$ cat src/common/uopPkg.sv
// Shared types, field positions and opcodes of the micro-op expander, imported by all its modules
package uopPkg;

	typedef logic [31:0] instrT; // Instruction or micro-op word
	typedef logic [15:0] regListT; // LDM/STM register mask
	typedef logic [3:0] regIdxT; // Register index
	typedef logic [3:0] flagsT; // N Z C V from msb down
	typedef logic [4:0] countT; // Up to 16 registers
	typedef logic [3:0] rzCodeT; // Msb steers the RA1 mux, low bits pick Rz on WA3/RA2/RA1

	// Which expansion an incoming word needs
	typedef enum logic [1:0] {
		classPlain,
		classRsr,
		classBl,
		classBlockTransfer
	} instrClassT;

	// Expansion FSM states
	typedef enum logic [2:0] {
		stReady, // First step of any expansion, or pass-through
		stRsr, // Second RSR step
		stBl, // Branch without link
		stLdm, // Remaining loads
		stStm, // Remaining stores
		stWriteback // Base register update
	} seqStateT;

	localparam regIdxT rzIndex = 4'b1111; // Rz scratch register, aliased on R15 code
	localparam regIdxT linkIndex = 4'b1110; // LR

	localparam regIdxT opMov = 4'b1101;
	localparam regIdxT opAdd = 4'b0100;
	localparam regIdxT opSub = 4'b0010;

	localparam regIdxT condAlways = 4'b1110; // AL

	localparam logic [7:0] pcOffset = 8'd4; // Return address is PC - 4 in decode

	// Field positions in the 32-bit word
	localparam int condMsb = 31;
	localparam int condLsb = 28;
	localparam int pPos = 24; // Pre-index
	localparam int uPos = 23; // Up
	localparam int wPos = 21; // Base writeback
	localparam int lPos = 20; // Load
	localparam int rnMsb = 19;
	localparam int rnLsb = 16;
	localparam int rdMsb = 15;
	localparam int rdLsb = 12;

endpackage

$ cat src/rtl/condEval.sv
// Checks the condition field of the held instruction against the live NZCV flags for the expander
`timescale 1ns/1ps

module condEval import uopPkg::*; (
	input regIdxT cond, // Instruction bits 31:28
	input flagsT flags,
	output logic condPass
);

	logic n;
	logic z;
	logic c;
	logic v;

	assign n = flags[3];
	assign z = flags[2];
	assign c = flags[1];
	assign v = flags[0];

	always_comb begin
		case (cond)
			4'b0000: condPass = z; // EQ
			4'b0001: condPass = ~z; // NE
			4'b0010: condPass = c; // CS
			4'b0011: condPass = ~c; // CC
			4'b0100: condPass = n; // MI
			4'b0101: condPass = ~n; // PL
			4'b0110: condPass = v; // VS
			4'b0111: condPass = ~v; // VC
			4'b1000: condPass = c & ~z; // HI
			4'b1001: condPass = ~c | z; // LS
			4'b1010: condPass = (n == v); // GE
			4'b1011: condPass = (n != v); // LT
			4'b1100: condPass = ~z & (n == v); // GT
			4'b1101: condPass = z | (n != v); // LE
			condAlways: condPass = 1'b1;
			default: condPass = 1'b0; // NV never executes
		endcase
	end

endmodule

$ cat src/blockTransfer/regListTracker.sv
// Walks the LDM/STM register list one register per unstalled step and supplies the start offset
`timescale 1ns/1ps

module regListTracker import uopPkg::*; (
	input logic clk,
	input logic reset,
	input logic stallUop,
	input instrT defaultInstr,
	input seqStateT state,
	output regIdxT nextReg, // Register for this transfer
	output logic [11:0] startOffset, // Offset of the first transfer from Rn
	output logic addUp, // U bit of the first transfer
	output countT listCount, // Registers in the whole mask
	output logic lastReg, // One register left in the working list
	output logic noRegsLeft
);

	regListT remList; // Registers not yet transferred
	regListT workList;
	countT workCount;

	// A new instruction starts from its own mask
	always_comb begin
		if (state == stReady || state == stWriteback)
			workList = defaultInstr[15:0];
		else
			workList = remList;
	end

	// Lowest set bit wins
	always_comb begin
		nextReg = '0;
		for (int i = 15; i >= 0; i--) begin
			if (workList[i])
				nextReg = regIdxT'(i);
		end
	end

	always_ff @(posedge clk) begin
		if (reset)
			remList <= '0;
		else if (!stallUop)
			remList <= workList & ~(regListT'(1) << nextReg); // Drop the one just issued
	end

	assign workCount = countT'($countones(workList));
	assign lastReg = (workCount == 5'd1);
	assign noRegsLeft = (workCount == 5'd0);
	assign listCount = countT'($countones(defaultInstr[15:0]));

	// Addressing mode from P and U
	always_comb begin
		case ({defaultInstr[pPos], defaultInstr[uPos]})
			2'b00: begin // DA
				startOffset = {5'b0, listCount - 5'd1, 2'b00};
				addUp = 1'b0;
			end
			2'b01: begin // IA
				startOffset = 12'd0;
				addUp = 1'b1;
			end
			2'b10: begin // DB
				startOffset = {5'b0, listCount, 2'b00};
				addUp = 1'b0;
			end
			default: begin // IB
				startOffset = 12'd4;
				addUp = 1'b1;
			end
		endcase
	end

endmodule

$ cat src/rtl/instrClassifier.sv
// Sorts the decoded instruction word into the expansion class that the sequencer acts on
`timescale 1ns/1ps

module instrClassifier import uopPkg::*; (
	input instrT defaultInstr,
	output instrClassT instrClass
);

	logic bxPattern;
	logic isRsr;
	logic isBl;
	logic isBlock;

	// BX and BLX share the RSR bit pattern
	assign bxPattern = (defaultInstr[27:6] == {8'b0001_0010, 12'hFFF, 2'b00});

	// Data processing with a register-specified shift amount
	assign isRsr = (defaultInstr[27:25] == 3'b000)
		& ~defaultInstr[7]
		& defaultInstr[4]
		& ~bxPattern;

	assign isBl = (defaultInstr[27:24] == 4'b1011); // B with L set

	assign isBlock = (defaultInstr[27:25] == 3'b100); // LDM or STM

	always_comb begin
		if (isRsr)
			instrClass = classRsr;
		else if (isBl)
			instrClass = classBl;
		else if (isBlock)
			instrClass = classBlockTransfer;
		else
			instrClass = classPlain;
	end

endmodule

$ cat src/rtl/uopSequencer.sv
// Expansion FSM of the decode stage; holds the state and drives the stall and datapath strobes
`timescale 1ns/1ps

module uopSequencer import uopPkg::*; (
	input logic clk,
	input logic reset,
	input logic stallUop, // Back-pressure from the hazard unit
	input instrClassT instrClass,
	input logic lBit,
	input logic wBit,
	input logic condPass,
	input logic lastReg,
	input logic noRegsLeft,
	output seqStateT state,
	output logic instrMux, // Select micro-op over the raw word
	output logic noFlagUpdate,
	output logic uopStall, // Hold fetch and decode
	output logic blockForward, // Forward Rz address for later transfers
	output logic prevRsr
);

	seqStateT nextState;

	always_ff @(posedge clk) begin
		if (reset)
			state <= stReady;
		else if (!stallUop)
			state <= nextState;
	end

	always_comb begin
		nextState = stReady;
		instrMux = 1'b1;
		noFlagUpdate = 1'b0;
		uopStall = 1'b0;
		blockForward = 1'b0;
		prevRsr = 1'b0;
		case (state)
			stReady: begin
				uopStall = (instrClass != classPlain);
				instrMux = (instrClass != classPlain);
				case (instrClass)
					classRsr: begin
						nextState = stRsr;
						noFlagUpdate = 1'b1; // MOV into Rz must keep the flags
					end
					classBl: nextState = stBl;
					classBlockTransfer: begin
						nextState = lBit ? stLdm : stStm;
						noFlagUpdate = 1'b1;
					end
					default: nextState = stReady;
				endcase
			end
			stRsr: prevRsr = 1'b1; // Real operation with its own S bit
			stBl: nextState = stReady;
			stLdm, stStm: begin
				noFlagUpdate = 1'b1;
				if (!condPass || noRegsLeft) begin
					nextState = stReady; // No-op closes the sequence
				end else if (lastReg) begin
					blockForward = 1'b1;
					uopStall = wBit;
					nextState = wBit ? stWriteback : stReady;
				end else begin
					blockForward = 1'b1;
					uopStall = 1'b1;
					nextState = state;
				end
			end
			stWriteback: noFlagUpdate = 1'b1;
			default: instrMux = 1'b0;
		endcase
	end

endmodule

$ cat src/rtl/uopFormer.sv
// Builds the micro-op word and the regFileRz code for the current expansion step
`timescale 1ns/1ps

module uopFormer import uopPkg::*; (
	input instrT defaultInstr,
	input seqStateT state,
	input instrClassT instrClass,
	input logic condPass,
	input regIdxT nextReg,
	input logic [11:0] startOffset,
	input logic addUp,
	input countT listCount,
	output instrT uopInstr,
	output rzCodeT regFileRz
);

	regIdxT cond;
	regIdxT rn;
	logic load;
	logic listEmpty;

	assign cond = defaultInstr[condMsb:condLsb];
	assign rn = defaultInstr[rnMsb:rnLsb];
	assign load = defaultInstr[lPos];
	// First step already took one register so a single-register list is spent
	assign listEmpty = (listCount < 5'd2);

	// Data processing word, S clear
	function automatic instrT dpWord(input regIdxT cc, input logic imm, input regIdxT opcode,
		input regIdxT rnF, input regIdxT rdF, input logic [11:0] operand);
		instrT w;
		w = '0;
		w[condMsb:condLsb] = cc;
		w[25] = imm;
		w[24:21] = opcode;
		w[rnMsb:rnLsb] = rnF;
		w[rdMsb:rdLsb] = rdF;
		w[11:0] = operand;
		return w;
	endfunction

	// Preindexed single word transfer with immediate offset and no writeback
	function automatic instrT xferWord(input regIdxT cc, input logic ld, input logic up,
		input regIdxT rnF, input regIdxT rdF, input logic [11:0] offset);
		instrT w;
		w = '0;
		w[condMsb:condLsb] = cc;
		w[27:26] = 2'b01;
		w[pPos] = 1'b1;
		w[uPos] = up;
		w[wPos] = 1'b0;
		w[lPos] = ld;
		w[rnMsb:rnLsb] = rnF;
		w[rdMsb:rdLsb] = rdF;
		w[11:0] = offset;
		return w;
	endfunction

	always_comb begin
		uopInstr = defaultInstr; // Pass-through
		regFileRz = 4'b0000;
		case (state)
			stReady: begin
				case (instrClass)
					classRsr: begin
						uopInstr = dpWord(cond, 1'b0, opMov, 4'b0000, rzIndex, defaultInstr[11:0]);
						regFileRz = 4'b1100; // Rz as destination
					end
					classBl: uopInstr = dpWord(cond, 1'b1, opSub, 4'b1111, linkIndex,
						{4'b0000, pcOffset}); // LR = PC - 4
					classBlockTransfer: uopInstr = xferWord(cond, load, addUp, rn, nextReg,
						startOffset);
					default: uopInstr = defaultInstr;
				endcase
			end
			stRsr: begin
				uopInstr = {defaultInstr[31:12], 8'b0, rzIndex}; // Unshifted Rz operand
				regFileRz = 4'b0010;
			end
			stBl: uopInstr = {defaultInstr[31:25], 1'b0, defaultInstr[23:0]}; // Plain branch
			stLdm, stStm: begin
				if (!condPass || listEmpty) begin
					uopInstr = dpWord(cond, 1'b1, opAdd, 4'b0000, 4'b0000, 12'd0); // R0 = R0 + 0
				end else begin
					uopInstr = xferWord(cond, load, 1'b1, rzIndex, nextReg, 12'd4); // Rz + 4
					regFileRz = load ? 4'b0001 : 4'b0000;
				end
			end
			// Rn = Rn +- count * 4 via rotate right by 30
			stWriteback: uopInstr = dpWord(cond, 1'b1, defaultInstr[uPos] ? opAdd : opSub,
				rn, rn, {4'b1111, 3'b000, listCount});
			default: uopInstr = defaultInstr;
		endcase
	end

endmodule

$ cat src/rtl/uopExpander.sv
// Top level of the micro-op expander in the decode stage; connects classifier, FSM and datapath
`timescale 1ns/1ps

module uopExpander import uopPkg::*; (
	input logic clk,
	input logic reset,
	input instrT defaultInstr, // Decoded word, held while uopStall is high
	input flagsT flags,
	input logic stallUop,
	output instrT uopInstr,
	output logic instrMux,
	output logic noFlagUpdate,
	output logic uopStall,
	output logic blockForward,
	output logic prevRsr,
	output rzCodeT regFileRz
);

	instrClassT instrClass;
	seqStateT state;
	logic condPass;
	regIdxT nextReg;
	logic [11:0] startOffset;
	logic addUp;
	countT listCount;
	logic lastReg;
	logic noRegsLeft;

	condEval condEval_inst (
		.cond(defaultInstr[condMsb:condLsb]),
		.flags(flags),
		.condPass(condPass)
	);

	instrClassifier instrClassifier_inst (
		.defaultInstr(defaultInstr),
		.instrClass(instrClass)
	);

	regListTracker regListTracker_inst (
		.clk(clk),
		.reset(reset),
		.stallUop(stallUop),
		.defaultInstr(defaultInstr),
		.state(state),
		.nextReg(nextReg),
		.startOffset(startOffset),
		.addUp(addUp),
		.listCount(listCount),
		.lastReg(lastReg),
		.noRegsLeft(noRegsLeft)
	);

	uopSequencer uopSequencer_inst (
		.clk(clk),
		.reset(reset),
		.stallUop(stallUop),
		.instrClass(instrClass),
		.lBit(defaultInstr[lPos]),
		.wBit(defaultInstr[wPos]),
		.condPass(condPass),
		.lastReg(lastReg),
		.noRegsLeft(noRegsLeft),
		.state(state),
		.instrMux(instrMux),
		.noFlagUpdate(noFlagUpdate),
		.uopStall(uopStall),
		.blockForward(blockForward),
		.prevRsr(prevRsr)
	);

	uopFormer uopFormer_inst (
		.defaultInstr(defaultInstr),
		.state(state),
		.instrClass(instrClass),
		.condPass(condPass),
		.nextReg(nextReg),
		.startOffset(startOffset),
		.addUp(addUp),
		.listCount(listCount),
		.uopInstr(uopInstr),
		.regFileRz(regFileRz)
	);

endmodule

$ cat config.mk
export PLATFORM = sky130hd
export DESIGN_NAME = uopExpander
export DESIGN_NICKNAME = d
export VERILOG_FILES = /design/src/common/uopPkg.sv /design/src/rtl/condEval.sv /design/src/blockTransfer/regListTracker.sv /design/src/rtl/instrClassifier.sv /design/src/rtl/uopSequencer.sv /design/src/rtl/uopFormer.sv /design/src/rtl/uopExpander.sv
export SDC_FILE = /design/constraint.sdc
export NUM_CORES = 1
export LEC_CHECK = 0
export BUFFER_PORTS_ARGS = -buffer_cell sky130_fd_sc_hd__buf_2
export CAP_MARGIN = 10
export CORE_MARGIN = 3
export CORE_UTILIZATION = 51
export CTS_CLUSTER_DIAMETER = 60
export DETAILED_ROUTE_END_ITERATION = 8
export GPL_TIMING_DRIVEN = 1
export PLACE_DENSITY_LB_ADDON = 0.3
export SLEW_MARGIN = 20
export SYNTH_ARGS = -nofsm -noshare
export SYNTH_HDL_FRONTEND = slang
export SYNTH_HIERARCHICAL = 1
export SYNTH_SLANG_ARGS = --single-unit
$ cat constraint.sdc
create_clock -name clk -period 6.1 [get_ports clk]
set_input_delay 1.22 -clock clk [delete_from_list [all_inputs] [get_ports clk]]
set_output_delay 1.22 -clock clk [all_outputs]
set_load 0.03 [all_outputs]
# --- Word-level counts from Yosys, hierarchy flattened ---
# Index checks and enable logic that the tools add are counted.
totals:
  input_bits: 39
  reg_bits: 19
classes:
  n_mux: 46
  n_eq_ne: 31
  bitwise_logic: 16
  n_lt_le_gt_ge: 1
  addsub: 31
  reduce_logical: 16
  shifts: 1
ops:
  columns: ["operator", "count"]
  rows:
  - ["$pmux 28 s5", 1]
  - ["$pmux 28 s3", 1]
  - ["$mux 4", 18]
  - ["$add 5x5->5", 14]
  - ["$add 1x1->2", 16]
  - ["$eq 4x4->1 const B", 8]
  - ["$mux 27", 1]
  - ["$eq 22x19->1 const B", 1]
  - ["$pmux 7 s3", 1]
  - ["$and 16x16->16", 1]
  - ["$eq 4x3->1 const B", 4]
  - ["$mux 16", 1]
  - ["$not 16->16", 1]
  - ["$shl 1x4->16 const A", 1]
  - ["$mux 3", 5]
  - ["$pmux 1 s15", 1]
  - ["$pmux 4 s3", 1]
  - ["$eq 3x3->1 const B", 3]
  - ["$pmux 3 s3", 1]
  - ["$eq 4x2->1 const B", 2]
  - ["$mux 1", 8]
  - ["$not 1->1", 7]
  - ["$eq 2x2->1 const B", 3]
  - ["$eq 3x2->1 const B", 2]
  - ["other kinds (25)", 40]

# --- Logic depth before layout (Yosys ltp) ---
# Gate-level depths: netlist of run 1.
depth:
  ltp_word: 22
  depth_mapped: 24

# --- Modules after synthesis ---
# Netlist of run 1, hierarchy kept.
by_module_without_submodules:
  columns: ["module", "cells_per_inst", "seq_area_each_um2", "instances", "area_each_um2"]
  rows:
  - ["regListTracker", 281, 320.3, 1, 2199.6]
  - ["uopFormer", 143, 0.0, 1, 929.6]
  - ["uopSequencer", 35, 60.1, 1, 264.0]
  - ["condEval", 28, 0.0, 1, 193.9]
  - ["instrClassifier", 12, 0.0, 1, 87.6]

# --- Worst setup path before layout of run 1 ---
# No wires, ideal clock.
synth_timing:
  path_type: "input -> output"
  startpoint: "input defaultInstr[0]"
  endpoint: "output uopStall"
  t_arrival_ns: 5.421
  slack_ns: -0.541
  stages: 20
  path_cell_list: "inv_1 o21ai_1 inv_1 fa_1 inv_1 fa_1 inv_1 fa_1 fa_1 inv_1 ha_1 fa_1 nand3_1 o21a_1 nor4_1 nor2b_1 nand2b_1 a21oi_4 o21ai_1 nand2_1"
synth_via:
  elab_chain_len: 9
  word_cells_on_any_way: 11
  cone_classes: "4 x add/sub; 1 x eq/ne; 4 x mux; 2 x reduce/logical"
synth_rtl:
  columns: ["item", "line_no", "text"]
  rows:
  - ["from (decl)", "uopExpander.sv:7", "input instrT defaultInstr,"]
  - ["$mux 16", "regListTracker.sv:24", "if (state == stReady || state == stWriteback)"]
  - ["$add 1x1->2 (implied by the code)", "regListTracker.sv:46", "assign workCount = countT'($countones(workList));"]
  - ["$add 5x5->5 (implied by the code) (3 in series)", "regListTracker.sv:46", null]
  - ["$logic_not 5->1", "regListTracker.sv:48", "assign noRegsLeft = (workCount == 5'd0);"]
  - ["via noRegsLeft", "uopExpander.sv:27", "logic noRegsLeft;"]
  - ["$logic_or 1x1->1", "uopSequencer.sv:59", "if (!condPass || noRegsLeft) begin"]
  - ["$mux 1", "uopSequencer.sv:59", null]
  - ["$pmux 1 s2", "uopSequencer.sv:38", "case (state)"]
  - ["to (decl)", "uopExpander.sv:13", "output logic uopStall,"]
# The timed path passes the listed nets, and every way through them passes these cells.

# --- Final worst setup path of run 1 ---
layout_timing:
  startpoint: "input defaultInstr[11]"
  endpoint: "output uopInstr[14]"
layout_via:
  word_cells_on_any_way: 29
  cone_classes: "4 x add/sub; 1 x order compare; 4 x eq/ne; 17 x mux; 2 x bitwise; 1 x reduce/logical"
layout_lines:
  columns: ["item", "line_no", "text"]
  rows:
  - ["$add 1x1->2 (implied by the code)", "regListTracker.sv:49", "assign listCount = countT'($countones(defaultInstr[15:0]));"]
  - ["$add 5x5->5 (implied by the code) (3 in series)", "regListTracker.sv:49", null]
  - ["via listCount[2]", "uopExpander.sv:25", "countT listCount;"]
  - ["$lt 5x2->1", "uopFormer.sv:26", "assign listEmpty = (listCount < 5'd2);"]
  - ["$logic_or 1x1->1", "uopFormer.sv:82", "if (!condPass || listEmpty) begin"]
  - ["$mux 27", "uopFormer.sv:82", null]
  - ["$pmux 28 s5", "uopFormer.sv:62", "case (state)"]
  - ["to (decl)", "uopExpander.sv:10", "output instrT uopInstr,"]
# The timed path passes the listed nets, and every way through them passes these cells.

==> results of run 1 <==
## final cells by class
class	instances	area (um^2)	share of cell area, %
tap	96	120	2.37
clock buffer	4	45.0	0.889
timing repair buffer	136	1030	20.2
sequential	19	389	7.68
inverter	51	216	4.27
multi-input combinational	403	3270	64.6
## synth_stat cells (all sizes together), types with 12 or more instances
cell type,count
nor2b,12
dfxtp,19
a21oi,43
nand2,42
inv,51
o211ai,13
buf,28
nor2,50
o21ai,28
nor4,14
fa,20
## state kept, by name (all words and copies together) (netlist names)
signal / cells
regListTracker_inst/remList: 16
uopSequencer_inst/state: 3
## metrics by stage
| step | worst slack (ps) | cells | setup TNS (ps) | utilization [%] |
|---|---|---|---|---|
| 3_3_place_gp | -521 | 694 | -7350 | 66.9 |
| 5_1_grt | -564 | 709 | -8390 | 73.4 |
| 4_1_cts | -435 | 705 | -6340 | 72.2 |
| 3_5_place_dp | -568 | 694 | -8650 | 66.9 |
| 2_1_floorplan | -248 | 505 | -1020 | - |
| 6_report | -436 | 709 | -6230 | 73.4 |
## critical path, delay by kind of cell
kind	cells	cell delay, ps
adder cells (fa/ha/maj)	6	2500
buffers and inverters	5	400
AND/OR/NAND/NOR	1	160
AO/OA/AOI/OAI	3	860
XOR/XNOR	1	180
## metal layers
| metal | vias to the layer above | share of wire (%) | track usage [%] | wire length (um) |
|---|---|---|---|---|
| met5 | - | 0 | 0 | 0 |
| met4 | 0 | 2.7 | 8.79 | 344 |
| met3 | 34 | 9.5 | 4.00 | 1230 |
| met2 | 274 | 47 | 50.9 | 6020 |
| met1 | 2123 | 41 | 41.6 | 5330 |
| li1 | 2042 | - | - | - |
## logic make-up (layout without fill, tap and decap cells)
| logic type | count (synthesis) | in the layout | share of synthesized area, % |
|---|---|---|---|
| other | 1 | 7 | 0.102 |
| AO/OA/AOI/OAI | 163 | 163 | 33.0 |
| XOR/XNOR | 11 | 11 | 3.03 |
| flip-flops | 19 | 19 | 10.4 |
| AND/OR/NAND/NOR | 186 | 186 | 26.7 |
| multiplexers | 5 | 5 | 1.53 |
| adder cells (fa/ha/maj) | 31 | 31 | 14.6 |
| buffers and inverters | 83 | 191 | 10.7 |
## how the worst max path moves through the flow
stage                           startpoint      endpoint  slack [ps]  depth (start not counted)
after global placement     defaultInstr[5]      uopStall        -520                         21
after floorplan            defaultInstr[0]      uopStall        -250                         20
final                     defaultInstr[11]  uopInstr[14]        -440                         16
after detailed placement   defaultInstr[9]  uopInstr[12]        -570                         16
after CTS                  defaultInstr[0]  uopInstr[12]        -440                         16
after global routing       defaultInstr[0]      uopStall        -560                         22
## power breakdown
group / internal (W) / total (W) / switching (W)
Sequential: 0.000131 / 0.000142 / 0.0000113
Clock: 0.0000465 / 0.0000906 / 0.0000441
Combinational: 0.000579 / 0.00121 / 0.000633
Total: 0.000756 / 0.00145 / 0.000689
## what timing repair did
item / 4_1_cts / 5_1_grt
setup buffers: 7 / 6
gates resized for setup: 74 / 18
endpoints found under the setup margin: 20 / 21
pin swaps: 26 / 29
==> flow_summary.html, run 1 <==
<table>
<tr><th>Metric</th><th>Value</th></tr>
<tr><th colspan="2">Status</th></tr>
<tr><td>Outcome</td><td>complete, but fails checks</td></tr>
<tr><td>Violated checks</td><td>setup timing</td></tr>
<tr><th colspan="2">Setup path</th></tr>
<tr><td>Crit path largest cell delay</td><td>540 ps</td></tr>
<tr><td>Depth of the most critical reg-to-reg path</td><td>21</td></tr>
<tr><td>Max stage delay cell, worst path</td><td>sky130_fd_sc_hd__o41a_1</td></tr>
<tr><td>Worst path most repeated cell</td><td>sky130_fd_sc_hd__fa_1</td></tr>
<tr><td>Critical register-to-register path startpoint</td><td>uopSequencer_inst/state[2]</td></tr>
<tr><td>Critical path required time</td><td>4880 ps</td></tr>
<tr><td>Kind of start point of the critical path</td><td>input port</td></tr>
<tr><td>CP Class</td><td>input port to output port</td></tr>
<tr><td>Endpoint class of the critical path</td><td>output port</td></tr>
<tr><td>Crit path cell chain</td><td>buf_8 -&gt; inv_4 -&gt; buf_6 -&gt; fa_1 -&gt; fa_1 -&gt; fa_2 -&gt; fa_1 -&gt; inv_2 -&gt; ha_4 -&gt; fa_2 -&gt; xor2_4 -&gt; o41a_1 -&gt; nand2_1 -&gt; o21ai_1 -&gt; o221a_4 -&gt; buf_6</td></tr>
<tr><td>Setup slack of the most critical reg-to-reg path</td><td>970 ps</td></tr>
<tr><td>FF-to-FF End</td><td>uopSequencer_inst/state[0]</td></tr>
<tr><td>Largest fanout of any net on the critical path</td><td>5</td></tr>
<tr><td>Data arrival time of the critical path</td><td>5320 ps</td></tr>
<tr><th colspan="2">Clocking</th></tr>
<tr><td>Clock latency on the worst-skew pair</td><td>260 ps</td></tr>
<tr><td>Total clock buffers created by CTS</td><td>3</td></tr>
<tr><td>Master cell of the clock root buffer</td><td>sky130_fd_sc_hd__clkbuf_8</td></tr>
<tr><td>CTS H-tree lvls</td><td>1</td></tr>
<tr><td>CTS tree</td><td>built</td></tr>
<tr><td>Maximum count of clock buffers along a single path</td><td>2</td></tr>
<tr><td>Hold-fix buffers at CTS</td><td>0</td></tr>
<tr><td>Clk slew on worst S/H paths</td><td>80 ps</td></tr>
<tr><td>Number of clock sinks seen by CTS</td><td>19</td></tr>
<tr><th colspan="2">Floorplan</th></tr>
<tr><td>Area of the die</td><td>0.00826 mm^2</td></tr>
<tr><td>Number of core rows</td><td>30</td></tr>
<tr><td>Number of primary I/O pins</td><td>80</td></tr>
<tr><td>Overall die height</td><td>90.9 um</td></tr>
<tr><td>Std-Cell Core Area</td><td>0.00691 mm^2</td></tr>
<tr><td>Die width</td><td>between 90 and 100 um</td></tr>
<tr><td>Starting Density</td><td>between 50% and 60%</td></tr>
<tr><th colspan="2">Routing</th></tr>
<tr><td>Total DRC errors in the routed layout</td><td>0</td></tr>
<tr><td>Violation count after the first detailed-routing iteration</td><td>429</td></tr>
<tr><td>Iteration count of the initial detailed-routing pass</td><td>5</td></tr>
<tr><td>Via density per instance</td><td>6.31</td></tr>
<tr><td>Remaining number of nets flagged by the antenna check after routing</td><td>0</td></tr>
<tr><td>Per-cell routed wire length</td><td>18.2 um</td></tr>
<tr><td>Via Count</td><td>4,473</td></tr>
<tr><td>Routed Wire Length</td><td>12,900 um</td></tr>
<tr><th colspan="2">Synth</th></tr>
<tr><td>Proportion of register bits with asynchronous set or reset after synthesis</td><td>0%</td></tr>
<tr><td>Post-synthesis average cell area</td><td>7.36 um^2</td></tr>
<tr><td>Most area-consuming cells after synthesis</td><td>sky130_fd_sc_hd__fa_1 11%, sky130_fd_sc_hd__dfxtp_1 10%, sky130_fd_sc_hd__a21oi_1 5.4%</td></tr>
<tr><td>Synth warnings</td><td>6</td></tr>
<tr><td>Sequential share of the synthesized area</td><td>10.4%</td></tr>
<tr><td>Area share of the largest cell type after synthesis</td><td>between 10 and 15%</td></tr>
<tr><td>Prevailing post-synth register cell</td><td>sky130_fd_sc_hd__dfxtp_1</td></tr>
<tr><td>Post-synthesis cell type with the largest combined area</td><td>sky130_fd_sc_hd__fa_1</td></tr>
<tr><td>Cell area after synthesis</td><td>0.00367 mm^2</td></tr>
<tr><td>Post-synthesis cell count</td><td>between 400 and 500</td></tr>
<tr><td>Number of distinct library cells after synthesis</td><td>between 80 and 90</td></tr>
<tr><td>Number of synthesized flops with an enable pin</td><td>0</td></tr>
<tr><td>Post-synthesis register bit count</td><td>19</td></tr>
<tr><th colspan="2">Min path</th></tr>
<tr><td>Class of the tightest hold or removal check</td><td>flop to flop</td></tr>
<tr><td>Number of cells on the worst hold path</td><td>2</td></tr>
<tr><td>Worst Hold End</td><td>regListTracker_inst/remList[12]</td></tr>
<tr><td>Critical hold path startpoint</td><td>regListTracker_inst/remList[12]</td></tr>
<tr><th colspan="2">Job</th></tr>
<tr><td>Count of maximum capacitance violations</td><td>0</td></tr>
<tr><th colspan="2">Global route</th></tr>
<tr><td>Global-route wire length before repair</td><td>21,100 um</td></tr>
<tr><td>Initial antenna violation count</td><td>0</td></tr>
<tr><td>All-layer global routing usage</td><td>a little over 30%</td></tr>
<tr><td>Aggregate global routing overflow</td><td>0</td></tr>
<tr><td>Largest net degree at the start of global routing</td><td>37</td></tr>
<tr><td>Number of global-route vias before repair</td><td>4,325</td></tr>
<tr><th colspan="2">Placement</th></tr>
<tr><td>Total placed instance area</td><td>between 0.004 and 0.005 mm^2</td></tr>
<tr><td>Half-perimeter wire length after detailed placement</td><td>9800 um</td></tr>
<tr><td>Final estimated routing congestion in global placement</td><td>approximately 0.94</td></tr>
<tr><td>Port buffer count</td><td>79</td></tr>
<tr><th colspan="2">Timing</th></tr>
<tr><td>Final setup fails</td><td>20</td></tr>
<tr><td>Worst relative slew slack</td><td>27.0%</td></tr>
<tr><td>Setup repair after global routing missed its margin</td><td>true</td></tr>
<tr><td>Maximum operating frequency</td><td>between 150 and 200 MHz</td></tr>
<tr><td>Minimum period implied by the final worst setup slack</td><td>6540 ps</td></tr>
<tr><td>Final Max Tran Viols</td><td>0</td></tr>
<tr><td>Period Utilization, post-route</td><td>107%</td></tr>
<tr><td>Final Hold Vio Count</td><td>0</td></tr>
<tr><td>Post-route worst setup slack</td><td>-436 ps</td></tr>
<tr><td>Final Skew</td><td>6.73 ps</td></tr>
<tr><td>Tightest hold margin</td><td>523 ps</td></tr>
<tr><td>Actual transition at the worst max-transition pin</td><td>between 1000 and 1500 ps</td></tr>
<tr><th colspan="2">Power</th></tr>
<tr><td>Power, Total</td><td>approximately 0.0014 W</td></tr>
<tr><td>Total power divided by cell area</td><td>~290 mW/mm^2</td></tr>
<tr><td>Maximum resistive drop on vdd</td><td>between 0.0002 and 0.00025 V</td></tr>
<tr><td>Leakage power figure</td><td>2.14 nW</td></tr>
<tr><th colspan="2">Cells and area</th></tr>
<tr><td>Leading cell type in the layout, fill and taps excluded</td><td>sky130_fd_sc_hd__buf_4</td></tr>
<tr><td>N_diodes</td><td>0</td></tr>
<tr><td>Nets@finish</td><td>slightly below 700</td></tr>
<tr><td>Layout cell share with drive strength beyond 1</td><td>37.8%</td></tr>
<tr><td>Fillcell total</td><td>543</td></tr>
<tr><td>Final instance area</td><td>roughly 0.005 mm^2</td></tr>
<tr><td>Layout area overhead</td><td>37.9%</td></tr>
<tr><td>Top library cells by usage in the layout, fill and taps aside</td><td>54 x sky130_fd_sc_hd__buf_4, 51 x sky130_fd_sc_hd__buf_2, 47 x sky130_fd_sc_hd__nor2_1</td></tr>
</table>
No activity file was read; power rests on OpenSTA's default activity.
==> run 2: changes to the inputs <==
--- a/config.mk
+++ b/config.mk
@@ -9,5 +9,5 @@
 export CAP_MARGIN = 10
 export CORE_MARGIN = 3
-export CORE_UTILIZATION = 51
+export CORE_UTILIZATION = 50
 export CTS_CLUSTER_DIAMETER = 60
 export DETAILED_ROUTE_END_ITERATION = 8
==> constraint.sdc (replaced) <==
create_clock -name clk -period 6.1 [get_ports clk]
set_input_delay 1.22 -clock clk [delete_from_list [all_inputs] [get_ports clk]]
set_output_delay 1.22 -clock clk [all_outputs]
set_load 0.1 [all_outputs]
==> run 2 against run 1 <==
  * The run still ends with setup timing left
  * Global-route usage fell by 0.17 points
  * Wire length is 8.8% higher
  * Non-clock buffer count is 2 lower
  * Sequential power barely moved
  * Critical path depth grew 2
  * Worst setup slack got worse by 160 ps
  * Worst hold slack gained 13 ps
  * Largest power group unchanged
  * Highest routed layer unchanged
  * Clock skew down 0.76 ps
  * Power rose by 16%
==> flow_summary.html, run 2 (same netlist as run 1, synthesis figures left out) <==
<table>
<tr><th>Metric</th><th>Value</th></tr>
<tr><th colspan="2">Placement</th></tr>
<tr><td>Half-perimeter wire length after detailed placement</td><td>10,100 um</td></tr>
<tr><td>Post-placement worst setup slack</td><td>-705 ps</td></tr>
<tr><td>Cell count after placement</td><td>694</td></tr>
<tr><td>Final estimated routing congestion in global placement</td><td>slightly below 1</td></tr>
<tr><td>Port buffer count</td><td>79</td></tr>
<tr><th colspan="2">Floorplan</th></tr>
<tr><td>Overall die height</td><td>91.7 um</td></tr>
<tr><td>Number of core rows</td><td>30</td></tr>
<tr><td>Number of primary I/O pins</td><td>80</td></tr>
<tr><td>Die width</td><td>91.7 um</td></tr>
<tr><td>Std-Cell Core Area</td><td>0.00694 mm^2</td></tr>
<tr><td>Area of the die</td><td>around 0.0084 mm^2</td></tr>
<tr><td>Starting Density</td><td>between 50% and 60%</td></tr>
<tr><th colspan="2">Routing</th></tr>
<tr><td>Via Count</td><td>4,586</td></tr>
<tr><td>Violation count after the first detailed-routing iteration</td><td>625</td></tr>
<tr><td>Per-cell routed wire length</td><td>around 20 um</td></tr>
<tr><td>Iteration count of the initial detailed-routing pass</td><td>5</td></tr>
<tr><td>Via density per instance</td><td>6.49</td></tr>
<tr><td>Total DRC errors in the routed layout</td><td>0</td></tr>
<tr><td>Remaining number of nets flagged by the antenna check after routing</td><td>0</td></tr>
<tr><td>Routed Wire Length</td><td>14,100 um</td></tr>
<tr><th colspan="2">Cells and area</th></tr>
<tr><td>Register ranked first by flip-flop count</td><td>regListTracker_inst/remList</td></tr>
<tr><td>Final standard cell count with taps included and fillers excluded</td><td>707</td></tr>
<tr><td>Top flop regs</td><td>regListTracker_inst/remList (16), uopSequencer_inst/state (3)</td></tr>
<tr><td>Leading cell type in the layout, fill and taps excluded</td><td>sky130_fd_sc_hd__buf_4</td></tr>
<tr><td>Layout cell share with drive strength beyond 1</td><td>39.9%</td></tr>
<tr><td>Fillcell total</td><td>473</td></tr>
<tr><td>N_diodes</td><td>0</td></tr>
<tr><td>Nets@finish</td><td>roughly 680</td></tr>
<tr><td>Max FFs per register</td><td>16</td></tr>
<tr><td>Layout area overhead</td><td>45.4%</td></tr>
<tr><td>Top library cells by usage in the layout, fill and taps aside</td><td>53 x sky130_fd_sc_hd__buf_4, 51 x sky130_fd_sc_hd__buf_2, 44 x sky130_fd_sc_hd__nor2_1</td></tr>
<tr><th colspan="2">Power</th></tr>
<tr><td>Clk pwr share</td><td>5.6%</td></tr>
<tr><td>Total power divided by cell area</td><td>313 mW/mm^2</td></tr>
<tr><td>Switching power total</td><td>0.000889 W</td></tr>
<tr><td>Switching share of power</td><td>53.2%</td></tr>
<tr><td>Maximum resistive drop on vdd</td><td>0.000227 V</td></tr>
<tr><td>Power share of the sequential group</td><td>8.6%</td></tr>
<tr><td>Cell internal power dissipation</td><td>0.000782 W</td></tr>
<tr><td>Leakage power figure</td><td>~2.2 nW</td></tr>
<tr><td>Power, Total</td><td>0.00167 W</td></tr>
<tr><td>Combinational group share of total power</td><td>85.8%</td></tr>
<tr><th colspan="2">Timing</th></tr>
<tr><td>Final Hold Vio Count</td><td>0</td></tr>
<tr><td>Final Max Tran Viols</td><td>0</td></tr>
<tr><td>Post-route worst setup slack</td><td>-596 ps</td></tr>
<tr><td>Actual transition at the worst max-transition pin</td><td>1060 ps</td></tr>
<tr><td>Period Utilization, post-route</td><td>110%</td></tr>
<tr><td>Minimum period implied by the final worst setup slack</td><td>6700 ps</td></tr>
<tr><td>Setup repair after global routing missed its margin</td><td>true</td></tr>
<tr><td>Worst relative slew slack</td><td>a little under 30%</td></tr>
<tr><td>Final Skew</td><td>5.97 ps</td></tr>
<tr><td>Final setup fails</td><td>20</td></tr>
<tr><td>Maximum operating frequency</td><td>149 MHz</td></tr>
<tr><th colspan="2">Clocking</th></tr>
<tr><td>Clk slew on worst S/H paths</td><td>80 ps</td></tr>
<tr><td>Total clock buffers created by CTS</td><td>3</td></tr>
<tr><td>Master cell of the clock root buffer</td><td>sky130_fd_sc_hd__clkbuf_8</td></tr>
<tr><td>Clock latency on the worst-skew pair</td><td>270 ps</td></tr>
<tr><td>CTS H-tree lvls</td><td>1</td></tr>
<tr><td>CTS tree</td><td>built</td></tr>
<tr><td>Number of clock sinks seen by CTS</td><td>19</td></tr>
<tr><td>Hold-fix buffers at CTS</td><td>0</td></tr>
<tr><td>Maximum count of clock buffers along a single path</td><td>2</td></tr>
<tr><th colspan="2">Setup path</th></tr>
<tr><td>Setup slack of the most critical reg-to-reg path</td><td>650 ps</td></tr>
<tr><td>Largest fanout of any net on the critical path</td><td>6</td></tr>
<tr><td>Data arrival time of the critical path</td><td>5480 ps</td></tr>
<tr><td>Kind of start point of the critical path</td><td>input port</td></tr>
<tr><td>Critical path required time</td><td>between 4000 and 5000 ps</td></tr>
<tr><td>Endpoint class of the critical path</td><td>output port</td></tr>
<tr><td>CP Class</td><td>input port to output port</td></tr>
<tr><th colspan="2">Global route</th></tr>
<tr><td>Number of global-route vias before repair</td><td>4,247</td></tr>
<tr><td>Global-route wire length before repair</td><td>21,200 um</td></tr>
<tr><td>Largest net degree at the start of global routing</td><td>37</td></tr>
<tr><td>Initial antenna violation count</td><td>0</td></tr>
<tr><td>Aggregate global routing overflow</td><td>0</td></tr>
<tr><td>All-layer global routing usage</td><td>approximately 30%</td></tr>
<tr><th colspan="2">Job</th></tr>
<tr><td>Count of maximum capacitance violations</td><td>0</td></tr>
<tr><th colspan="2">Status</th></tr>
<tr><td>Violated checks</td><td>setup timing</td></tr>
<tr><td>Outcome</td><td>complete, but fails checks</td></tr>
<tr><th colspan="2">Min path</th></tr>
<tr><td>Class of the tightest hold or removal check</td><td>flop to flop</td></tr>
</table>
[run 2: changes by cell type in the layout (fill, tap and decap cells not counted), sizes merged]
cell | before | now
buf | 136 | 134
[run 2: critical path: stages]
cell and delay [ps]:
sky130_fd_sc_hd__buf_8 80, sky130_fd_sc_hd__inv_6 30, sky130_fd_sc_hd__fa_1 580, sky130_fd_sc_hd__fa_1 180
sky130_fd_sc_hd__inv_1 60, sky130_fd_sc_hd__fa_1 520, sky130_fd_sc_hd__inv_1 70, sky130_fd_sc_hd__fa_1 550
sky130_fd_sc_hd__inv_2 60, sky130_fd_sc_hd__ha_1 290, sky130_fd_sc_hd__a21o_1 200, sky130_fd_sc_hd__a21oi_2 210
sky130_fd_sc_hd__xnor2_2 180, sky130_fd_sc_hd__o41a_1 410, sky130_fd_sc_hd__nand2_2 120, sky130_fd_sc_hd__o211ai_1 280
sky130_fd_sc_hd__o221a_4 250, sky130_fd_sc_hd__buf_12 170
[run 2: final cells by class]
class	instances	area (um^2)	share of cell area, %
Inverter	51	231	4.33
Clock buffer	4	45.0	0.843
Timing Repair Buffer	134	1170	21.9
Sequential cell	19	385	7.21
Tap cell	96	120	2.25
Multi-Input combinational cell	403	3390	63.5
[run 2: worst paths after layout]
path,start,depth (start not counted),end
setup / recovery,defaultInstr[5],18,uopInstr[13]
hold reg to reg,regListTracker_inst/remList[9],2,regListTracker_inst/remList[9]
hold / removal,regListTracker_inst/remList[9],2,regListTracker_inst/remList[9]
setup reg to reg,uopSequencer_inst/state[2],23,uopSequencer_inst/state[0]
[run 2: power by group through the flow]
stage	clock (W)	combinational [W]	sequential, W
floorplan	0	0.000818	0.000143
detailed placement	0	0.00113	0.000145
CTS	0.0000908	0.00128	0.000142
global route	0.0000962	0.00151	0.000145
global placement	0	0.00109	0.000145
finish	0.0000931	0.00143	0.000144
[run 2: through the flow]
step	hold WS, ps	utilization, %	setup TNS (ps)	instance area, um^2
6_report	537	76.9	-9130	5340
5_1_grt	545	76.9	-10600	5340
4_1_cts	521	74.9	-7740	5200
3_5_place_dp	510	70.4	-10820	4890
3_3_place_gp	497	70.4	-9330	4890
2_1_floorplan	465	-	-7250	3980
[run 2: timing repair]
item                       in CTS  in global routing
pin swaps                      27                 14
cloned                          0                  0
setup buffers                   7                  4
resized for setup              59                 32
setup endpoints to repair      20                 21
[run 2: layer usage]
| metal | wire [um] | vias to the layer above | track usage (%) | share of wire, % |
|---|---|---|---|---|
| met5 | 0 | - | 0 | 0 |
| met3 | 1430 | 68 | 5.17 | 10 |
| met4 | 476 | 0 | 7.30 | 3.4 |
| li1 | - | 2040 | - | - |
| met2 | 6670 | 324 | 49.9 | 47 |
| met1 | 5490 | 2154 | 41.8 | 39 |
==> run 3: changes to the inputs <==
- clock period: 6.1 -> 8.4 ns (I/O delays scaled with it)
==> run 3 against run 2 <==
  * The run now ends clean
  * Clock skew is 1.8 ps higher
  * Die area stayed put
  * Combinational power is 55% lower
  * Largest power group unchanged
  * Highest routed layer unchanged
==> flow_summary.html, run 3 (same netlist as run 1, synthesis figures left out) <==
<table>
<tr><th>Metric</th><th>Value</th></tr>
<tr><th colspan="2">Routing</th></tr>
<tr><td>Via Count</td><td>4,173</td></tr>
<tr><td>Violation count after the first detailed-routing iteration</td><td>about 380</td></tr>
<tr><td>Top routing layer used</td><td>met4</td></tr>
<tr><td>Total DRC errors in the routed layout</td><td>0</td></tr>
<tr><td>Wire length on met2</td><td>5400 um</td></tr>
<tr><td>M1 wire length</td><td>4890 um</td></tr>
<tr><td>Remaining number of nets flagged by the antenna check after routing</td><td>0</td></tr>
<tr><td>Detailed-routed wire length on met3</td><td>1130 um</td></tr>
<tr><td>Via density per instance</td><td>about 6.3</td></tr>
<tr><td>Routed Wire Length</td><td>around 12,000 um</td></tr>
<tr><td>Per-cell routed wire length</td><td>roughly 18 um</td></tr>
<tr><td>Iteration count of the initial detailed-routing pass</td><td>5</td></tr>
<tr><th colspan="2">Power</th></tr>
<tr><td>Leakage power figure</td><td>1.78 nW</td></tr>
<tr><td>Maximum resistive drop on vdd</td><td>0.0000992 V</td></tr>
<tr><td>Total power divided by cell area</td><td>198 mW/mm^2</td></tr>
<tr><th colspan="2">Clocking</th></tr>
<tr><td>Maximum count of clock buffers along a single path</td><td>2</td></tr>
<tr><td>CTS tree</td><td>built</td></tr>
<tr><td>CTS H-tree lvls</td><td>1</td></tr>
<tr><td>Hold-fix buffers at CTS</td><td>0</td></tr>
<tr><td>Master cell of the clock root buffer</td><td>sky130_fd_sc_hd__clkbuf_8</td></tr>
<tr><td>Total clock buffers created by CTS</td><td>3</td></tr>
<tr><td>Clock latency on the worst-skew pair</td><td>between 200 and 300 ps</td></tr>
<tr><td>Post-CTS Repair Setup Buffers</td><td>0</td></tr>
<tr><td>Post-cts resize count</td><td>0</td></tr>
<tr><td>Clk slew on worst S/H paths</td><td>70 ps</td></tr>
<tr><td>Number of clock sinks seen by CTS</td><td>19</td></tr>
<tr><th colspan="2">Floorplan</th></tr>
<tr><td>Overall die height</td><td>a little over 90 um</td></tr>
<tr><td>Starting Density</td><td>between 50% and 60%</td></tr>
<tr><td>Die width</td><td>roughly 90 um</td></tr>
<tr><td>Std-Cell Core Area</td><td>0.00694 mm^2</td></tr>
<tr><td>Number of core rows</td><td>30</td></tr>
<tr><td>Number of primary I/O pins</td><td>80</td></tr>
<tr><td>Area of the die</td><td>roughly 0.0084 mm^2</td></tr>
<tr><th colspan="2">Timing</th></tr>
<tr><td>Final setup fails</td><td>0</td></tr>
<tr><td>Setup repair after global routing missed its margin</td><td>false</td></tr>
<tr><td>Maximum operating frequency</td><td>123 MHz</td></tr>
<tr><td>Worst relative slew slack</td><td>44.1%</td></tr>
<tr><td>Actual transition at the worst max-transition pin</td><td>835 ps</td></tr>
<tr><td>Final Skew</td><td>7.76 ps</td></tr>
<tr><td>Setup TNS Final</td><td>0 ps</td></tr>
<tr><td>Minimum period implied by the final worst setup slack</td><td>~8100 ps</td></tr>
<tr><td>Period Utilization, post-route</td><td>a little over nine tenths</td></tr>
<tr><td>Final Max Tran Viols</td><td>0</td></tr>
<tr><td>Tightest hold margin</td><td>510 ps</td></tr>
<tr><td>Final Hold Vio Count</td><td>0</td></tr>
<tr><th colspan="2">Global route</th></tr>
<tr><td>Global-route wire length before repair</td><td>18,800 um</td></tr>
<tr><td>All-layer global routing usage</td><td>26.9%</td></tr>
<tr><td>Initial antenna violation count</td><td>0</td></tr>
<tr><td>Number of global-route vias before repair</td><td>between 3,000 and 4,000</td></tr>
<tr><td>Largest net degree at the start of global routing</td><td>40</td></tr>
<tr><td>Aggregate global routing overflow</td><td>0</td></tr>
<tr><th colspan="2">Cells and area</th></tr>
<tr><td>Fillcell total</td><td>about 680</td></tr>
<tr><td>N_diodes</td><td>0</td></tr>
<tr><td>Final instance area</td><td>0.00413 mm^2</td></tr>
<tr><td>Final standard cell count with taps included and fillers excluded</td><td>658</td></tr>
<tr><td>Final Core Density</td><td>59.5%</td></tr>
<tr><td>Leading cell type in the layout, fill and taps excluded</td><td>sky130_fd_sc_hd__buf_2</td></tr>
<tr><td>Max FFs per register</td><td>16</td></tr>
<tr><td>Register ranked first by flip-flop count</td><td>regListTracker_inst/remList</td></tr>
<tr><td>Top library cells by usage in the layout, fill and taps aside</td><td>79 x sky130_fd_sc_hd__buf_2, 50 x sky130_fd_sc_hd__inv_1, 48 x sky130_fd_sc_hd__nor2_1</td></tr>
<tr><td>Nets@finish</td><td>633</td></tr>
<tr><td>Top flop regs</td><td>regListTracker_inst/remList (16), uopSequencer_inst/state (3)</td></tr>
<tr><td>Layout area overhead</td><td>12.4%</td></tr>
<tr><td>Layout cell share with drive strength beyond 1</td><td>21.5%</td></tr>
<tr><td>Multi-input gate area in the final layout</td><td>approximately 0.003 mm^2</td></tr>
<tr><td>Area used by sequential logic in the layout</td><td>380 um^2</td></tr>
<tr><th colspan="2">Status</th></tr>
<tr><td>Outcome</td><td>finished, final reports clean</td></tr>
<tr><th colspan="2">Job</th></tr>
<tr><td>Count of maximum capacitance violations</td><td>0</td></tr>
<tr><th colspan="2">Placement</th></tr>
<tr><td>Final estimated routing congestion in global placement</td><td>0.925</td></tr>
<tr><td>Cell count after placement</td><td>654</td></tr>
<tr><td>Half-perimeter wire length after detailed placement</td><td>9060 um</td></tr>
<tr><td>Port buffer count</td><td>79</td></tr>
<tr><td>Total placed instance area</td><td>0.00407 mm^2</td></tr>
<tr><th colspan="2">Setup path</th></tr>
<tr><td>Depth of the most critical reg-to-reg path</td><td>20</td></tr>
<tr><td>Kind of start point of the critical path</td><td>input port</td></tr>
<tr><td>Endpoint class of the critical path</td><td>output port</td></tr>
<tr><td>CP Class</td><td>input port to output port</td></tr>
<tr><td>Largest fanout of any net on the critical path</td><td>7</td></tr>
<tr><td>Data arrival time of the critical path</td><td>~6500 ps</td></tr>
<tr><td>Critical path required time</td><td>6720 ps</td></tr>
<tr><th colspan="2">Min path</th></tr>
<tr><td>Class of the tightest hold or removal check</td><td>flop to flop</td></tr>
<tr><td>Number of cells on the worst hold path</td><td>2</td></tr>
</table>
[run 3: area by class of cell]
type	instances	share of cell area, %
repair buffers	85	10.7
flip-flops and latches	19	9.21
multi-input cells	403	71.5
clock inverters	1	0.121
clock buffers	3	0.999
inverters	51	4.63
well taps	96	2.91
[run 3: where the power goes]
part	leakage, nW	switching (W)	internal (W)
clock	0.0255	0.0000301	0.0000330
combinational	1.60	0.000436	0.000213
sequential	0.156	0.00000799	0.0000958
total	1.78	0.000474	0.000342
[run 3: path summary, 6_finish.rpt]
check | startpoint | to | slack (ps)
worst max-delay path | defaultInstr[0] | uopInstr[12] | 270
worst min-delay path | regListTracker_inst/remList[12] | regListTracker_inst/remList[12] | 510
worst max register to register | uopSequencer_inst/state[0] | uopSequencer_inst/state[0] | 2890
worst min register to register | regListTracker_inst/remList[12] | regListTracker_inst/remList[12] | 510
[run 3: metrics by stage]
stage,setup WS (ps),total power [W]
4_1_cts,270,0.000814
3_3_place_gp,358,0.000731
3_5_place_dp,281,0.000748
5_1_grt,14.8,0.000888
2_1_floorplan,36.7,0.000621
6_report,272,0.000817
[run 3: worst max-delay path, stage by stage]
cell and delay [ps]:
sky130_fd_sc_hd__buf_2 150, sky130_fd_sc_hd__inv_1 90, sky130_fd_sc_hd__fa_1 580, sky130_fd_sc_hd__fa_1 450
sky130_fd_sc_hd__fa_1 500, sky130_fd_sc_hd__fa_1 500, sky130_fd_sc_hd__inv_1 40, sky130_fd_sc_hd__ha_1 200
sky130_fd_sc_hd__fa_1 400, sky130_fd_sc_hd__xor2_1 480, sky130_fd_sc_hd__o41a_1 420, sky130_fd_sc_hd__nand3_1 120
sky130_fd_sc_hd__o221a_2 280, sky130_fd_sc_hd__o21ai_1 110, sky130_fd_sc_hd__buf_2 440
[run 3: routing by layer]
| layer | vias to the layer above | track usage (%) |
|---|---|---|
| met3 | 21 | 4.02 |
| li1 | 1937 | - |
| met2 | 263 | 42.3 |
| met5 | - | 0 |
| met1 | 1952 | 38.5 |
| met4 | 0 | 7.05 |
